$ cat src/hw/spy_cfg.svh
// Spy port configuration: serial timing, FIFO depth, register count and ID value
`ifndef SPY_CFG_SVH
`define SPY_CFG_SVH

//////////////////////////////////////////////////////////////////////
// Serial line

// Clock cycles per RS-232 bit
`define SPY_CLKS_PER_BIT 8

//////////////////////////////////////////////////////////////////////
// Controller and target

// Transmit FIFO entries, also the controller's starting credit count
`define SPY_TX_DEPTH 4

// Registers on the target bus
`define SPY_NUM_REGS 32

// Value returned by register 0
`define SPY_ID 16'hC0DE

`endif

$ cat src/hw/spy_pkg.sv
// Spy port types: command byte views, byte stream and register bus request
`default_nettype none

package spy_pkg;

   // Data load commands, opcode 3..6 carries one nibble
   typedef struct packed {
      logic [3:0] op;
      logic [3:0] nib;
   } spy_nib_t;

   // Register commands, opcode 8..B carries a 5-bit address
   typedef struct packed {
      logic [2:0] op_hi;
      logic [4:0] addr;
   } spy_adr_t;

   // One command byte, the opcode picks the view
   typedef union packed {
      spy_nib_t nib;
      spy_adr_t adr;
   } spy_cmd_u;

   // Byte stream between UARTs and controller
   typedef struct packed {
      logic     valid;
      spy_cmd_u data;
   } spy_byte_t;

   // Request to the target register file
   typedef struct packed {
      logic        rd;
      logic        wr;
      logic [4:0]  addr;
      logic [15:0] wdata;
   } spy_bus_req_t;

endpackage

`default_nettype wire

$ cat src/hw/spy_port.sv
// Spy controller decoding host commands, driving the register bus and building read replies
`timescale 1ns/10ps
`default_nettype none
`include "spy_cfg.svh"

module spy_port (
   input  logic                  clk,
   input  logic                  reset,
   input  spy_pkg::spy_byte_t    rx_byte,
   output spy_pkg::spy_byte_t    tx_byte,
   input  logic                  credit,
   output spy_pkg::spy_bus_req_t bus_req,
   input  logic [15:0]           rd_data
);

   import spy_pkg::*;

   localparam int DEPTH = `SPY_TX_DEPTH;
   localparam int NW    = $clog2(DEPTH + 1);

   localparam logic [2:0] S_IDLE  = 3'd0;
   localparam logic [2:0] S_RREQ  = 3'd1;
   localparam logic [2:0] S_RCAP  = 3'd2;
   localparam logic [2:0] S_SEND0 = 3'd3;
   localparam logic [2:0] S_SEND1 = 3'd4;
   localparam logic [2:0] S_SEND2 = 3'd5;
   localparam logic [2:0] S_SEND3 = 3'd6;

   spy_cmd_u      cmd;
   logic [2:0]    state;
   logic [15:0]   data_q;
   logic [15:0]   resp_q;
   logic [NW-1:0] credits;
   logic          accept;
   logic          is_read;
   logic          is_write;
   logic          send_ok;
   logic [3:0]    send_op;
   logic [3:0]    send_nib;
   logic          bus_rd;
   logic          bus_wr;
   logic [4:0]    bus_addr;
   logic [15:0]   bus_wdata;

   assign cmd      = rx_byte.data;
   // Bytes outside idle are dropped
   assign accept   = rx_byte.valid && state == S_IDLE;
   assign is_read  = cmd.adr.op_hi == 3'b100;
   assign is_write = cmd.adr.op_hi == 3'b101;

   //////////////////////////////////////////////////////////////////////
   // Command decode

   // Nibbles load the data register most significant first
   always_ff @(posedge clk) begin
      if (reset) begin
         data_q <= '0;
      end else if (accept) begin
         case (cmd.nib.op)
            4'h3:    data_q[15:12] <= cmd.nib.nib;
            4'h4:    data_q[11:8]  <= cmd.nib.nib;
            4'h5:    data_q[7:4]   <= cmd.nib.nib;
            4'h6:    data_q[3:0]   <= cmd.nib.nib;
            default: ;
         endcase
      end
   end

   always_ff @(posedge clk) begin
      if (reset) begin
         bus_rd <= 1'b0;
         bus_wr <= 1'b0;
      end else begin
         bus_rd <= accept && is_read;
         bus_wr <= accept && is_write;
      end
   end

   always_ff @(posedge clk) begin
      if (accept) begin
         bus_addr  <= cmd.adr.addr;
         bus_wdata <= data_q;
      end
   end

   assign bus_req = {bus_rd, bus_wr, bus_addr, bus_wdata};

   //////////////////////////////////////////////////////////////////////
   // Read sequencer and reply

   always_ff @(posedge clk) begin
      if (reset) begin
         state <= S_IDLE;
      end else begin
         case (state)
            S_IDLE:  if (accept && is_read) state <= S_RREQ;
            S_RREQ:  state <= S_RCAP;
            S_RCAP:  state <= S_SEND0;
            S_SEND3: if (send_ok) state <= S_IDLE;
            default: if (send_ok) state <= state + 3'd1;
         endcase
      end
   end

   // Register value arrives the cycle after the request
   always_ff @(posedge clk) begin
      if (state == S_RCAP)
         resp_q <= rd_data;
   end

   always_comb begin
      case (state)
         S_SEND0: send_nib = resp_q[15:12];
         S_SEND1: send_nib = resp_q[11:8];
         S_SEND2: send_nib = resp_q[7:4];
         default: send_nib = resp_q[3:0];
      endcase
   end

   // Reply tags run 3, 4, 5, 6
   assign send_op = 4'(state - S_SEND0) + 4'h3;
   assign send_ok = state >= S_SEND0 && credits != '0;
   assign tx_byte = {send_ok, send_op, send_nib};

   always_ff @(posedge clk) begin
      if (reset)
         credits <= NW'(DEPTH);
      else
         credits <= credits - NW'(send_ok) + NW'(credit);
   end

   assert property (@(posedge clk) disable iff (reset) credits <= NW'(DEPTH))
      else $error("spy_port: more credits returned than bytes sent");

endmodule

`default_nettype wire

$ cat src/hw/spy_regfile.sv
// Spy target register file: 32 x 16 registers, register 0 reads the ID constant
`timescale 1ns/10ps
`default_nettype none
`include "spy_cfg.svh"

module spy_regfile (
   input  logic                  clk,
   input  logic                  reset,
   input  spy_pkg::spy_bus_req_t bus_req,
   output logic [15:0]           rd_data
);

   // Register 0 has no storage
   logic [15:0] regs [1:`SPY_NUM_REGS-1];

   always_ff @(posedge clk) begin
      if (reset) begin
         for (int i = 1; i < `SPY_NUM_REGS; i++)
            regs[i] <= '0;
         rd_data <= '0;
      end else begin
         if (bus_req.wr && bus_req.addr != 5'd0)
            regs[bus_req.addr] <= bus_req.wdata;
         if (bus_req.rd)
            rd_data <= (bus_req.addr == 5'd0) ? `SPY_ID : regs[bus_req.addr];
      end
   end

   assert property (@(posedge clk) disable iff (reset) !(bus_req.rd && bus_req.wr))
      else $error("spy_regfile: read and write in the same cycle");

endmodule

`default_nettype wire

$ cat src/hw/spy_top.sv
// Spy port top level: RS-232 receiver, controller, transmitter and target registers
`timescale 1ns/10ps
`default_nettype none

module spy_top (
   input  logic clk,
   input  logic reset,
   input  logic rs232_rxd,
   output logic rs232_txd
);

   import spy_pkg::*;

   spy_byte_t    rx_byte;
   spy_byte_t    tx_byte;
   spy_bus_req_t bus_req;
   logic         credit;
   logic [15:0]  rd_data;

   spy_uart_rx i_uart_rx (
      .clk     (clk),
      .reset   (reset),
      .rxd     (rs232_rxd),
      .rx_byte (rx_byte)
   );

   spy_port i_port (
      .clk     (clk),
      .reset   (reset),
      .rx_byte (rx_byte),
      .tx_byte (tx_byte),
      .credit  (credit),
      .bus_req (bus_req),
      .rd_data (rd_data)
   );

   spy_uart_tx i_uart_tx (
      .clk     (clk),
      .reset   (reset),
      .tx_byte (tx_byte),
      .credit  (credit),
      .txd     (rs232_txd)
   );

   spy_regfile i_regfile (
      .clk     (clk),
      .reset   (reset),
      .bus_req (bus_req),
      .rd_data (rd_data)
   );

endmodule

`default_nettype wire

$ cat src/hw/spy_uart_rx.sv
// Spy UART receiver: samples 8N1 frames at mid-bit and emits one byte per frame
`timescale 1ns/10ps
`default_nettype none
`include "spy_cfg.svh"

module spy_uart_rx (
   input  logic               clk,
   input  logic               reset,
   input  logic               rxd,
   output spy_pkg::spy_byte_t rx_byte
);

   localparam int CW = $clog2(`SPY_CLKS_PER_BIT);

   localparam logic [1:0] S_IDLE  = 2'd0;
   localparam logic [1:0] S_START = 2'd1;
   localparam logic [1:0] S_DATA  = 2'd2;
   localparam logic [1:0] S_STOP  = 2'd3;

   logic          rxd_meta;
   logic          rxd_s;
   logic [1:0]    state;
   logic [CW-1:0] cnt;
   logic [2:0]    bit_idx;
   logic [7:0]    shreg;
   logic          valid_q;
   logic          bit_end;
   logic          mid_start;

   assign bit_end   = cnt == CW'(`SPY_CLKS_PER_BIT - 1);
   assign mid_start = cnt == CW'(`SPY_CLKS_PER_BIT / 2 - 1);

   // Line idles high
   always_ff @(posedge clk) begin
      if (reset) begin
         rxd_meta <= 1'b1;
         rxd_s    <= 1'b1;
      end else begin
         rxd_meta <= rxd;
         rxd_s    <= rxd_meta;
      end
   end

   //////////////////////////////////////////////////////////////////////
   // Frame sequencer

   always_ff @(posedge clk) begin
      if (reset) begin
         state   <= S_IDLE;
         cnt     <= '0;
         bit_idx <= '0;
         valid_q <= 1'b0;
      end else begin
         valid_q <= 1'b0;
         cnt     <= cnt + CW'(1);
         case (state)
            S_IDLE: begin
               cnt <= '0;
               if (!rxd_s)
                  state <= S_START;
            end
            S_START: begin
               // A glitch shorter than half a bit is no start bit
               if (mid_start) begin
                  cnt     <= '0;
                  bit_idx <= '0;
                  state   <= rxd_s ? S_IDLE : S_DATA;
               end
            end
            S_DATA: begin
               if (bit_end) begin
                  cnt     <= '0;
                  bit_idx <= bit_idx + 3'd1;
                  if (bit_idx == 3'd7)
                     state <= S_STOP;
               end
            end
            default: begin
               // Bad stop bit drops the frame
               if (bit_end) begin
                  valid_q <= rxd_s;
                  state   <= S_IDLE;
               end
            end
         endcase
      end
   end

   // LSB first
   always_ff @(posedge clk) begin
      if (state == S_DATA && bit_end)
         shreg <= {rxd_s, shreg[7:1]};
   end

   assign rx_byte = {valid_q, shreg};

endmodule

`default_nettype wire

$ cat src/hw/spy_uart_tx.sv
// Spy UART transmitter: byte FIFO feeding an 8N1 serializer, one credit per pop
`timescale 1ns/10ps
`default_nettype none
`include "spy_cfg.svh"

module spy_uart_tx (
   input  logic               clk,
   input  logic               reset,
   input  spy_pkg::spy_byte_t tx_byte,
   output logic               credit,
   output logic               txd
);

   import spy_pkg::*;

   localparam int DEPTH = `SPY_TX_DEPTH;
   localparam int PW    = (DEPTH > 1) ? $clog2(DEPTH) : 1;
   localparam int NW    = $clog2(DEPTH + 1);
   localparam int CW    = $clog2(`SPY_CLKS_PER_BIT);

   spy_cmd_u      mem [DEPTH];
   logic [PW-1:0] wr_ptr;
   logic [PW-1:0] rd_ptr;
   logic [NW-1:0] count;
   logic [9:0]    shreg;
   logic [CW-1:0] cnt;
   logic [3:0]    bit_idx;
   logic          busy;
   logic          pop;
   logic          frame_end;

   function automatic logic [PW-1:0] next_ptr(input logic [PW-1:0] ptr);
      return (ptr == PW'(DEPTH - 1)) ? '0 : ptr + PW'(1);
   endfunction

   //////////////////////////////////////////////////////////////////////
   // FIFO

   // Next frame is loaded on the last cycle of the current one
   assign frame_end = busy && bit_idx == 4'd9 && cnt == CW'(`SPY_CLKS_PER_BIT - 1);
   assign pop       = (!busy || frame_end) && count != '0;

   always_ff @(posedge clk) begin
      if (tx_byte.valid)
         mem[wr_ptr] <= tx_byte.data;
   end

   always_ff @(posedge clk) begin
      if (reset) begin
         wr_ptr <= '0;
         rd_ptr <= '0;
         count  <= '0;
      end else begin
         if (tx_byte.valid)
            wr_ptr <= next_ptr(wr_ptr);
         if (pop)
            rd_ptr <= next_ptr(rd_ptr);
         count <= count + NW'(tx_byte.valid) - NW'(pop);
      end
   end

   //////////////////////////////////////////////////////////////////////
   // Serializer

   always_ff @(posedge clk) begin
      if (reset) begin
         busy    <= 1'b0;
         shreg   <= '1;
         cnt     <= '0;
         bit_idx <= '0;
         credit  <= 1'b0;
      end else begin
         credit <= pop;
         if (pop) begin
            // Stop, data, start
            shreg   <= {1'b1, mem[rd_ptr], 1'b0};
            busy    <= 1'b1;
            cnt     <= '0;
            bit_idx <= '0;
         end else if (busy) begin
            if (cnt == CW'(`SPY_CLKS_PER_BIT - 1)) begin
               cnt     <= '0;
               shreg   <= {1'b1, shreg[9:1]};
               bit_idx <= bit_idx + 4'd1;
               if (bit_idx == 4'd9)
                  busy <= 1'b0;
            end else begin
               cnt <= cnt + CW'(1);
            end
         end
      end
   end

   assign txd = shreg[0];

   // Controller credits must keep the FIFO from overflowing
   assert property (@(posedge clk) disable iff (reset)
      tx_byte.valid |-> (count != NW'(DEPTH) || pop))
      else $error("spy_uart_tx: push into full FIFO");

endmodule

`default_nettype wire

$ cat config.mk
export PLATFORM = sky130hd
export DESIGN_NAME = spy_top
export DESIGN_NICKNAME = d
export VERILOG_FILES = /design/src/hw/spy_pkg.sv /design/src/hw/spy_port.sv /design/src/hw/spy_regfile.sv /design/src/hw/spy_top.sv /design/src/hw/spy_uart_rx.sv /design/src/hw/spy_uart_tx.sv
export VERILOG_INCLUDE_DIRS = /design/src /design/src/hw
export SDC_FILE = /design/constraint.sdc
export NUM_CORES = 1
export LEC_CHECK = 0
export ABC_AREA = 1
export BUFFER_PORTS_ARGS = -buffer_cell sky130_fd_sc_hd__buf_2
export CAP_MARGIN = 10
export CORE_ASPECT_RATIO = 1.1
export CORE_MARGIN = 2
export CORE_UTILIZATION = 60
export CTS_CLUSTER_DIAMETER = 60
export DETAILED_ROUTE_END_ITERATION = 12
export PLACE_DENSITY_LB_ADDON = 0.15
export SYNTH_ARGS = -nofsm -noshare
export SYNTH_HDL_FRONTEND = slang
export SYNTH_SLANG_ARGS = --single-unit
$ cat constraint.sdc
create_clock -name clk -period 3.2 [get_ports clk]
set_input_delay 0 -clock clk [delete_from_list [all_inputs] [get_ports clk]]
set_output_delay 0 -clock clk [all_outputs]
set_load 0.005 [all_outputs]
==> impl_results.md, run 1 <==
* Outcome: finished clean
* Pwr Total at 19,440 uW
* Post_cts resized at 0
* Yosys synthesis warning count at 0
* Crit end category: flip-flop
* Most used DFF post-synth: edfxtp_1
* Layout cells sized above 1 at 0.07281
* Synthesized area per cell at 9.799 um^2
* Synth cell count leaders: 778 x nor2_1, 660 x nand2_1, 585 x edfxtp_1
* Asr flop ratio synth at 0
* Root Buffer: clkbuf_16
* Routed Antenna Nets at 0
* Initial core utilization at 0.6052
* Part of the Yosys area used for sequential elements at 0.6509
* Later-pin clock latency in the skew report at 0.59 ns
* WP data arrival at 2.91 ns
* Die width at 215.6 um
* Reg clk slew, reported paths at 0.07 ns
* Flops & latches, synth at 668
* Largest net degree at the start of global routing at 92
* Tcrit/Tclk final at 0.8571
* DR WL/cell at 21.19 um
* WP data required at 3.37 ns
* Final wirelength at 77.56 mm
* NetSw at 4317 uW
* IO buf count at 3
* Worst-margin pin slew at 0.8707 ns
* Vias per cell at 5.793
* Starting DRT DRC Count at 2,655
* Die ar. at 51,030 um^2
* Gr ovfl total at 0
* CTS tree: built
* Combinational Power Share at 0.062
* Critical setup path kind: reg2reg
* Area Growth Syn to Fin at 8.551%
* Crit Path Max Fanout at 17
* TritonCTS Buffers at 68
* Type of origin of the critical path: flip-flop
* # IOs at 4
* Longest Clk Path Bufs at 3
* Tmin final at 2.743 ns
* Most frequent cell after synthesis: nor2_1
* Syn Inst Count at 3,015
* Slew Limit Fails at 0
* Area leader, netlist: edfxtp_1
* Worst rel slew slack at 0.4189
* Vias at 21,200
* Clock power share at 0.412
* Postcts setup bufs at 0
* Yosys cell types at 34
* Gpl congestion at 0.8793
* Number of synthesized flops with an enable pin at 585
* Post-CTS Hold Buffers at 2
* Clock Skew at 0.01119 ns
* Syn Std Cell Area at 29,540 um^2
* RSZ-0062 raised after global routing: false
* First-pass iteration count of the detailed router at 6
* TNS Setup at 0 ns
* DP HPWL at 47.32 mm
* Internal power at 15,120 uW
* Power per standard cell area at 606.1 nW/um^2
* Global-route wire length before repair at 117.9 mm
* Pleak at 0.01293 uW
* Sw Share at 0.2221
* Core area at 48,820 um^2
* H-tree Lvls at 3
* Fin nets at 2,983
* Chip Height at 236.7 um
* Final setup violating endpoints at 0
* Vias in the first global route at 20,260
* CTS sink cnt at 668
* Synth top area share at 0.5946
* Min-delay worst type: in2reg
* # Max-Cap Violations at 0
* Initial antenna violation count at 0
* Diodes inserted at 0
* Number of placement rows at 85
* Achievable frequency at 364.6 MHz
* Tot GR Track Use at 0.3075
* Power share of the sequential group at 0.526
* # DRC at 0
* Hold Vio Cnt, Final at 0
* Maximum VDD drop at 0.4794 mV
* Synth area leaders: edfxtp_1 59%, nor2_1 9.9%, nand2_1 8.4%
[stage by stage]
stage / util / hold slack [ns] / std cells / cell area, um^2 / setup WS, ns
floorplan: - / 0.1038 / 3030 / 29600 / 0.6199
global placement: 0.6104 / 0.1856 / 3535 / 29790 / 0.5255
detailed placement: 0.6104 / 0.1859 / 3535 / 29790 / 0.5120
CTS: 0.6570 / 0.09207 / 3660 / 32070 / 0.4694
global route: 0.6570 / 0.1608 / 3660 / 32070 / 0.2658
finish: 0.6570 / 0.1610 / 3660 / 32070 / 0.4574
[metal layers]
layer  track usage  wire length (um)  vias to the layer above
li1              -                 -                     9860
met1        0.4194             30260                    10100
met2        0.4965             36810                     1035
met3       0.04534              7083                      206
met4        0.1346              3406                        0
met5             0                 0                        -
[placed cells by master (no fill, tap or decap), types with 6 or more instances in the layout]
cell / netlist / layout
nor2_1: 778 / 777
nand2_1: 660 / 660
edfxtp_1: 585 / 585
nand3_1: 296 / 296
inv_1: 117 / 116
o21ai_0: 111 / 111
dfxtp_1: 83 / 80
clkbuf_16: 0 / 73
buf_4: 18 / 52
a21oi_1: 31 / 31
nand2_2: 31 / 31
ha_1: 23 / 23
o211ai_1: 22 / 22
conb_1: 1 / 16
clkinv_2: 0 / 13
clkinv_1: 0 / 12
clkbuf_1: 94 / 11
nand4_1: 10 / 10
nor3_2: 7 / 8
nor3_1: 8 / 7
inv_2: 8 / 7
o32ai_1: 7 / 7
bufinv_16: 0 / 6
[registers in the layout (all words and copies together), names as in the netlist, 4 cells and up, named ones only]
| register | flops |
|---|---|
| i_regfile.regs | 512 |
| i_uart_tx.mem | 28 |
| i_port.bus_wdata | 16 |
| i_port.data_q | 16 |
| i_port.resp_q | 16 |
| i_regfile.rd_data | 16 |
| i_uart_tx.shreg | 9 |
| i_uart_rx.shreg | 8 |
| i_port.bus_addr | 5 |
| i_uart_tx.bit_idx | 4 |
[path summary, 6_finish.rpt]
path,start,end,slack (ns),cells past startpoint
setup / recovery,i_port.bus_addr[3]$_DFFE_PP_,i_regfile.regs[15][6]$_SDFFCE_PN0P_,0.46,8
hold reg to reg,i_uart_rx.rxd_meta$_SDFF_PP1_,i_uart_rx.rxd_s$_SDFF_PP1_,0.42,1
setup reg to reg,i_port.bus_addr[3]$_DFFE_PP_,i_regfile.regs[15][6]$_SDFFCE_PN0P_,0.46,8
hold / removal,rs232_rxd,i_uart_rx.rxd_meta$_SDFF_PP1_,0.16,3
[cell type report]
cell class	count	area, um^2
clock buffer	89	1937
clock inverter	34	317.8
fill	3802	16750
inverter	125	475.5
multi-input combinational	2032	8801
sequential	668	19240
tap	652	815.8
timing repair buffer	60	485.5
[cells by family (layout without fill, tap and decap cells)]
kind of cell	after synthesis	in the layout	synth area share
and+or+nand+nor	1800	1800	0.2478
DFF	668	668	0.6509
buffers and inverters	330	308	0.05341
AOI/OAI and AO/OA	186	186	0.03528
adders and majority gates	25	25	0.01110
xor gates and xnor gates	5	5	0.001482
other	1	16	0.0001269
[power by group through the flow]
stage | sequential (uW) | clock (uW) | combinational [uW]
floorplan | 10300 | 0 | 904
global placement | 10400 | 0 | 1130
detailed placement | 10400 | 0 | 1190
CTS | 10200 | 8060 | 1210
global route | 10300 | 8430 | 1360
finish | 10200 | 8010 | 1200
[critical path, stage by stage (launching register included)]
cell	delay (ns)
edfxtp_1	0.51
nor3_4	0.35
nand2_1	0.14
nand3_1	0.11
inv_2	0.06
nand3_1	0.10
inv_2	0.20
nand2_2	0.33
nand2_1	0.50
Power figures use the tool's default switching activity.
==> run 2: changes to the inputs <==
--- a/config.mk
+++ b/config.mk
@@ -6,7 +6,6 @@
 export SDC_FILE = /design/constraint.sdc
 export NUM_CORES = 1
 export LEC_CHECK = 0
-export ABC_AREA = 1
 export BUFFER_PORTS_ARGS = -buffer_cell sky130_fd_sc_hd__buf_2
 export CAP_MARGIN = 10
 export CORE_ASPECT_RATIO = 1.1
@@ -15,6 +14,7 @@
 export CTS_CLUSTER_DIAMETER = 60
 export DETAILED_ROUTE_END_ITERATION = 12
 export PLACE_DENSITY_LB_ADDON = 0.15
+export SKIP_LAST_GASP = 1
 export SYNTH_ARGS = -nofsm -noshare
 export SYNTH_HDL_FRONTEND = slang
 export SYNTH_SLANG_ARGS = --single-unit
==> run 2 against run 1 <==
Effect of this change:
- clock power is 3.6% lower
- power is 2.9% lower
- wire length shrank 7.0%
- critical path depth grew 4
- clock skew is 0.0089 ns higher
- die area about the same
- largest power group unchanged
- final cell count decreased by 24%
- fmax increased by 1.5%
==> impl_results.md, run 2 <==
* Outcome: finished clean
* Starting DRT DRC Count at 1,705 (-36%)
* Fin nets at 2,115 (-29%)
* Post_cts resized at 0 (unchanged)
* Postcts setup bufs at 0 (unchanged)
* Synth top area share at 0.5949 (about the same)
* Sw Share at 0.2200 (-0.002142)
* Synth area leaders: edfxtp_1 59%, and2_1 11%, mux4_2 7.9%
* Yosys synthesis warning count at 0 (unchanged)
* Part of the Yosys area used for sequential elements at 0.6512 (about the same)
* Vias at 16,960 (-20%)
* Worst-margin pin slew at 1.133 ns (+0.2628 ns)
* TritonCTS Buffers at 70 (+2.9%)
* Synth cell count leaders: 585 x edfxtp_1, 502 x and2_1, 110 x clkbuf_1
* Layout cells sized above 1 at 0.1757 (+0.1029)
* Gpl congestion at 0.9569 (+8.8%)
* Internal power at 14,720 uW (-2.6%)
* Number of placement rows at 85 (unchanged)
* Diodes inserted at 0 (unchanged)
* Asr flop ratio synth at 0 (unchanged)
* Worst rel slew slack at 0.2416 (-0.1773)
* # Max-Cap Violations at 0 (unchanged)
* Gr ovfl total at 0 (unchanged)
* Die ar. at 51,000 um^2 (about the same)
* Final core utilization at 0.6716 (+0.01464)
* Clock power share at 0.409 (-0.003)
* Tcrit/Tclk final at 0.8448 (-0.01231)
* Later-pin clock latency in the skew report at 0.60 ns (about the same)
* Most used DFF post-synth: edfxtp_1
* Combinational Power Share at 0.058 (-0.004)
* Clock Skew at 0.02013 ns (+0.008948 ns)
* Chip Height at 236.7 um (about the same)
* H-tree Lvls at 3 (unchanged)
* Initial antenna violation count at 6 (+6)
* Type of origin of the critical path: flip-flop
* Max FFs per register at 512 (unchanged)
* # IOs at 4 (unchanged)
* Syn Inst Count at 2,043 (-32%)
* Routed Antenna Nets at 0 (unchanged)
* Slew Limit Fails at 0 (unchanged)
* FILL cells at 3,422 (-10%)
* Vias per cell at 6.076 (+4.9%)
* Most frequent cells in the layout: 585 x edfxtp_1, 502 x and2_1, 112 x buf_4
* DP HPWL at 46.31 mm (-2.1%)
* Reg clk slew, reported paths at 0.06 ns (about the same)
* First-pass iteration count of the detailed router at 5 (-1)
* NetSw at 4151 uW (-3.8%)
* Root Buffer: clkbuf_16
* Worst setup margin at 0.4968 ns (+0.03938 ns)
* Area leader, netlist: edfxtp_1
* TNS Setup at 0 ns (unchanged)
* Longest Clk Path Bufs at 3 (unchanged)
* Post-route cell area at 32,780 um^2 (+2.2%)
* # DRC at 0 (unchanged)
* Tot GR Track Use at 0.2909 (-0.01660)
* Power per standard cell area at 575.6 nW/um^2 (-5.0%)
* Critical setup path kind: reg2reg
* Crit Path Max Fanout at 22 (+5)
* Final setup violating endpoints at 0 (unchanged)
* Min-delay worst type: in2reg
* Initial core utilization at 0.6049 (about the same)
* WP data arrival at 3.16 ns (+0.25 ns)
* DP Worst Slack at 0.4946 ns (-0.01739 ns)
* Maximum VDD drop at 0.4274 mV (-11%)
* Synthesized area per cell at 14.45 um^2 (+47%)
* DR WL/cell at 25.83 um (+22%)
* Flops & latches, synth at 668 (unchanged)
* CTS sink cnt at 668 (unchanged)
* Area Growth Syn to Fin at 11.03%
* CTS tree: built
* Achievable frequency at 369.9 MHz (+1.5%)
* Syn Std Cell Area at 29,530 um^2 (about the same)
* Power share of the sequential group at 0.533 (+0.007)
* Global-route wire length before repair at 107.9 mm (-8.5%)
* RSZ-0062 raised after global routing: false
* Pleak at 0.01212 uW (-6.3%)
* Crit end category: flip-flop
* Reg2Reg Depth at 12 (+4)
* Die width at 215.5 um (about the same)
* Tmin final at 2.703 ns (-0.03938 ns)
* Largest net degree at the start of global routing at 61 (-34%)
* Area after DPL at 30,620 um^2 (+2.8%)
* Post-CTS Hold Buffers at 1 (-1)
* Biggest register: i_regfile.regs
* Hold Vio Cnt, Final at 0 (unchanged)
* Number of synthesized flops with an enable pin at 585 (unchanged)
* Most frequent cell after synthesis: edfxtp_1
* Core area at 48,820 um^2 (unchanged)
* Vias in the first global route at 17,280 (-15%)
* Hold path depth at 4 (+1)
* Final wirelength at 72.11 mm (-7.0%)
* Biggest regs: i_regfile.regs x512, i_uart_tx.mem x28
* Most common cell after layout, fill and taps aside: edfxtp_1
* IO buf count at 3 (unchanged)
* WP data required at 3.66 ns (+0.29 ns)
* Yosys cell types at 65 (+91%)
==> run 2: changes by cell type after synthesis, moves of 22 or more <==
| cell | change |
|---|---|
| o21ai_0 | -51 |
| nand2_1 | -596 |
| o211ai_1 | -22 |
| mux2_2 | +34 |
| mux4_2 | +103 |
| nand2_2 | -30 |
| nor2_1 | -684 |
| buf_6 | -22 |
| mux2i_1 | +83 |
| buf_2 | -25 |
| inv_1 | -99 |
| and2_1 | +502 |
| nand3_1 | -282 |
==> run 2: power by group through the flow <==
stage / registers, uW / clock network [uW] / logic, uW
2_1_floorplan: 10200 / 0 / 801
3_3_place_gp: 10200 / 0 / 1040
3_5_place_dp: 10200 / 0 / 1080
4_1_cts: 10100 / 7820 / 1090
5_1_grt: 10100 / 8180 / 1190
6_report: 10100 / 7720 / 1090
==> run 2: path summary, 6_finish.rpt <==
kind | slack [ns] | from | endpoint
max | 0.50 | i_uart_tx.cnt[0]$_SDFFE_PP0P_ | i_uart_tx.count[2]$_SDFF_PP0_
min | 0.08 | reset | i_uart_tx.shreg[1]$_SDFFE_PP1P_
max reg2reg | 0.50 | i_uart_tx.cnt[0]$_SDFFE_PP0P_ | i_uart_tx.count[2]$_SDFF_PP0_
min reg2reg | 0.42 | i_regfile.rd_data[6]$_SDFFE_PP0P_ | i_port.resp_q[6]$_DFFE_PP_
==> run 2: through the flow <==
stage / cells / power (uW) / hold slack (ns)
2_1_floorplan: 2058 / 10960 / 0.1038
3_3_place_gp: 2665 / 11270 / 0.1896
3_5_place_dp: 2665 / 11330 / 0.1897
4_1_cts: 2791 / 18970 / 0.03574
5_1_grt: 2792 / 19470 / 0.07361
6_report: 2792 / 18870 / 0.08209
==> run 2: critical path, stage by stage (launching register included) <==
cell and delay [ns]:
dfxtp_1 0.35, ha_1 0.18, ha_1 0.22, nand4b_1 0.16, a21bo_2 0.38, nor2_1 0.20, a31o_2 0.13, ha_1 0.13
inv_1 0.05, fa_1 0.41, xor2_1 0.17, xnor2_1 0.13, nor2_1 0.05
==> run 2: cells by family after synthesis <==
group,synth area share
fa+ha+maj,0.01110
mux,0.1197
flops,0.6512
simple gates,0.1519
compound gates,0.03598
other cells,0.0001270
xor+xnor,0.002373
buf+inv,0.02767
==> run 2: cell type report <==
class,count,area [um^2],area share
Sequential cell,668,19240,0.5869
Multi-Input combinational cell,1207,9543,0.2911
Clock buffer,94,1936,0.05904
Timing Repair Buffer,121,965.9,0.02946
Tap cell,652,815.8,0.02488
Clock inverter,31,211.5,0.006450
Inverter,19,71.32,0.002175
==> run 2: routing by layer <==
layer,track usage,part of all wire,vias to the layer above
met1,0.3712,0.38,8563
met2,0.4916,0.50,691
met5,0,0,-
met3,0.05010,0.074,169
met4,0.1327,0.045,0
li1,-,-,7541
==> run 3: changes to the inputs <==
--- a/config.mk
+++ b/config.mk
@@ -6,6 +6,7 @@
 export SDC_FILE = /design/constraint.sdc
 export NUM_CORES = 1
 export LEC_CHECK = 0
+export ABC_AREA = 1
 export BUFFER_PORTS_ARGS = -buffer_cell sky130_fd_sc_hd__buf_2
 export CAP_MARGIN = 10
 export CORE_ASPECT_RATIO = 1.1
==> constraint.sdc (replaced) <==
create_clock -name clk -period 2.7 [get_ports clk]
set_input_delay 0 -clock clk [delete_from_list [all_inputs] [get_ports clk]]
set_output_delay 0 -clock clk [all_outputs]
set_load 0.005 [all_outputs]
==> run 3 against run 2 <==
Effect of this change:
- combinational power increased by 37%
- final cell count up 33%
- power increased by 20%
- critical path depth is 4 lower
- clock-buffer cell count up 2
- design area shrank 1.3%
- largest cell class unchanged
- largest power group unchanged
==> impl_results.md, run 3 (same netlist as run 1, synthesis figures left out) <==
* Layout Cells excl Fill at 3,703 (+33%)
* TNS Setup at 0 ns (unchanged)
* Crit end category: flip-flop
* CTS tree: built
* Biggest regs: i_regfile.regs x512, i_uart_tx.mem x28
* Outcome: finished clean
* Sw Share at 0.2249 (+0.004934)
* Die ar. at 51,030 um^2 (about the same)
* Power share of the sequential group at 0.534 (about the same)
* Most common cell after layout, fill and taps aside: nor2_1
* Slew Limit Fails at 0 (unchanged)
* Chip Height at 236.7 um (about the same)
* WP data required at 2.86 ns (-0.80 ns)
* DP HPWL at 47.34 mm (+2.2%)
* Global-route wire length before repair at 116.0 mm (+7.5%)
* TritonCTS Buffers at 69 (-1.4%)
* NetSw at 5093 uW (+23%)
* Max FFs per register at 512 (unchanged)
* Vias at 21,100 (+24%)
* Achievable frequency at 409.8 MHz (+11%)
* Vias in the first global route at 20,760 (+20%)
* Final wirelength at 75.07 mm (+4.1%)
* Pleak at 0.01310 uW (+8.1%)
* # Max-Cap Violations at 0 (unchanged)
* Min-delay worst type: in2reg
* H-tree Lvls at 3 (unchanged)
* Tcrit/Tclk final at 0.9038 (+0.05900)
* Longest Clk Path Bufs at 3 (unchanged)
* Placed Cells at 3,580 (+34%)
* Initial core utilization at 0.6052 (about the same)
* Final setup violating endpoints at 0 (unchanged)
* Clock power share at 0.400 (-0.009)
* Crit Path Max Fanout at 16 (-27%)
* Routed Antenna Nets at 0 (unchanged)
* Tmin final at 2.440 ns (-0.2631 ns)
* Worst rel slew slack at 0.4723 (+0.2308)
* Clock Skew at 0.02318 ns (+0.003046 ns)
* Internal power at 17,550 uW (+19%)
* IO buf count at 3 (unchanged)
* Type of origin of the critical path: flip-flop
* Pwr Total at 22,650 uW (+20%)
* Number of placement rows at 85 (unchanged)
* Fin nets at 3,029 (+43%)
* WP data arrival at 2.60 ns (-0.56 ns)
* Worst setup margin at 0.2599 ns (-0.2369 ns)
* Die width at 215.6 um (about the same)
* Area Growth Syn to Fin at 9.563%
* Maximum VDD drop at 0.5292 mV (+24%)
* Gpl congestion at 0.8677 (-9.3%)
* DR WL/cell at 20.27 um (-22%)
* Reg clk slew, reported paths at 0.06 ns (about the same)
* Gr ovfl total at 0 (unchanged)
* Layout cells sized above 1 at 0.08325 (-0.09245)
* Vias per cell at 5.699 (-6.2%)
* Fin Hold WS at 0.1177 ns (+0.03563 ns)
* Starting DRT DRC Count at 2,089 (+23%)
* Later-pin clock latency in the skew report at 0.61 ns (about the same)
* CTS sink cnt at 668 (unchanged)
* FILL cells at 3,816 (+12%)
* Largest net degree at the start of global routing at 119 (+95%)
* Biggest register: i_regfile.regs
* # DRC at 0 (unchanged)
* First-pass iteration count of the detailed router at 6 (+1)
* Diodes inserted at 0 (unchanged)
* Critical setup path kind: reg2reg
* Root Buffer: clkbuf_16
* # IOs at 4 (unchanged)
* Tot GR Track Use at 0.3003 (+0.009359)
* Core area at 48,820 um^2 (unchanged)
* Power per standard cell area at 699.6 nW/um^2 (+22%)
* Initial antenna violation count at 2 (-4)
* Hold Vio Cnt, Final at 0 (unchanged)
* Worst-margin pin slew at 0.7896 ns (-0.3439 ns)
* Most frequent cells in the layout: 777 x nor2_1, 660 x nand2_1, 585 x edfxtp_1
* RSZ-0062 raised after global routing: false
* DP Worst Slack at 0.2807 ns (-0.2139 ns)
* Combinational Power Share at 0.066 (+0.008)
==> run 3: power by group through the flow <==
stage | clock network [uW] | registers (uW) | logic (uW)
after CTS | 9150 | 12100 | 1500
after floorplan | 0 | 12200 | 1070
after global placement | 0 | 12300 | 1400
final | 9060 | 12100 | 1490
after detailed placement | 0 | 12300 | 1480
after global routing | 9570 | 12200 | 1720
==> run 3: area by class of cell <==
class	count	area [um^2]	share of cell area
inverters	125	475.5	0.01469
clock inverters	25	173.9	0.005373
clock buffers	96	1949	0.06022
repair buffers	105	910.9	0.02814
well taps	652	815.8	0.02520
multi-input cells	2032	8806	0.2721
flip-flops and latches	668	19240	0.5943
==> run 3: layer usage <==
metal  up-vias  GRT usage  share of wire
met3       191    0.05652          0.085
li1       9938          -              -
met1     10060     0.3890           0.39
met2       908     0.4978           0.48
met4         2     0.1319          0.041
met5         -          0        0.00013
==> run 3: worst paths after layout <==
check | from | end | slack (ns) | cells after the start
max | i_port.bus_addr[3]$_DFFE_PP_ | i_regfile.regs[22][3]$_SDFFCE_PN0P_ | 0.26 | 8
min | rs232_rxd | i_uart_rx.rxd_meta$_SDFF_PP1_ | 0.12 | 3
max reg2reg | i_port.bus_addr[3]$_DFFE_PP_ | i_regfile.regs[22][3]$_SDFFCE_PN0P_ | 0.26 | 8
min reg2reg | i_uart_rx.rxd_meta$_SDFF_PP1_ | i_uart_rx.rxd_s$_SDFF_PP1_ | 0.41 | 1
==> run 3: repair_timing <==
item	in CTS	in global routing
hold endpoints to repair	26	0
buffers inserted	0	0
hold buffers	2	0
gates resized for setup	0	1
setup endpoints to repair	0	1
==> run 3: critical path, stage by stage (launching register included) <==
cell and delay, ns:
edfxtp_1 0.51, nor3_4 0.34, nand2_1 0.13, nand3_1 0.10, inv_2 0.05, nand3_1 0.08
inv_2 0.17, nand2_2 0.12, nand2_1 0.46
==> run 3: per-stage QoR <==
| stage | area (um^2) | utilization |
|---|---|---|
| after detailed placement | 30220 | 0.6191 |
| after global routing | 32370 | 0.6631 |
| after CTS | 32360 | 0.6630 |
| final | 32370 | 0.6631 |
| after global placement | 30220 | 0.6191 |
| after floorplan | 29600 | - |
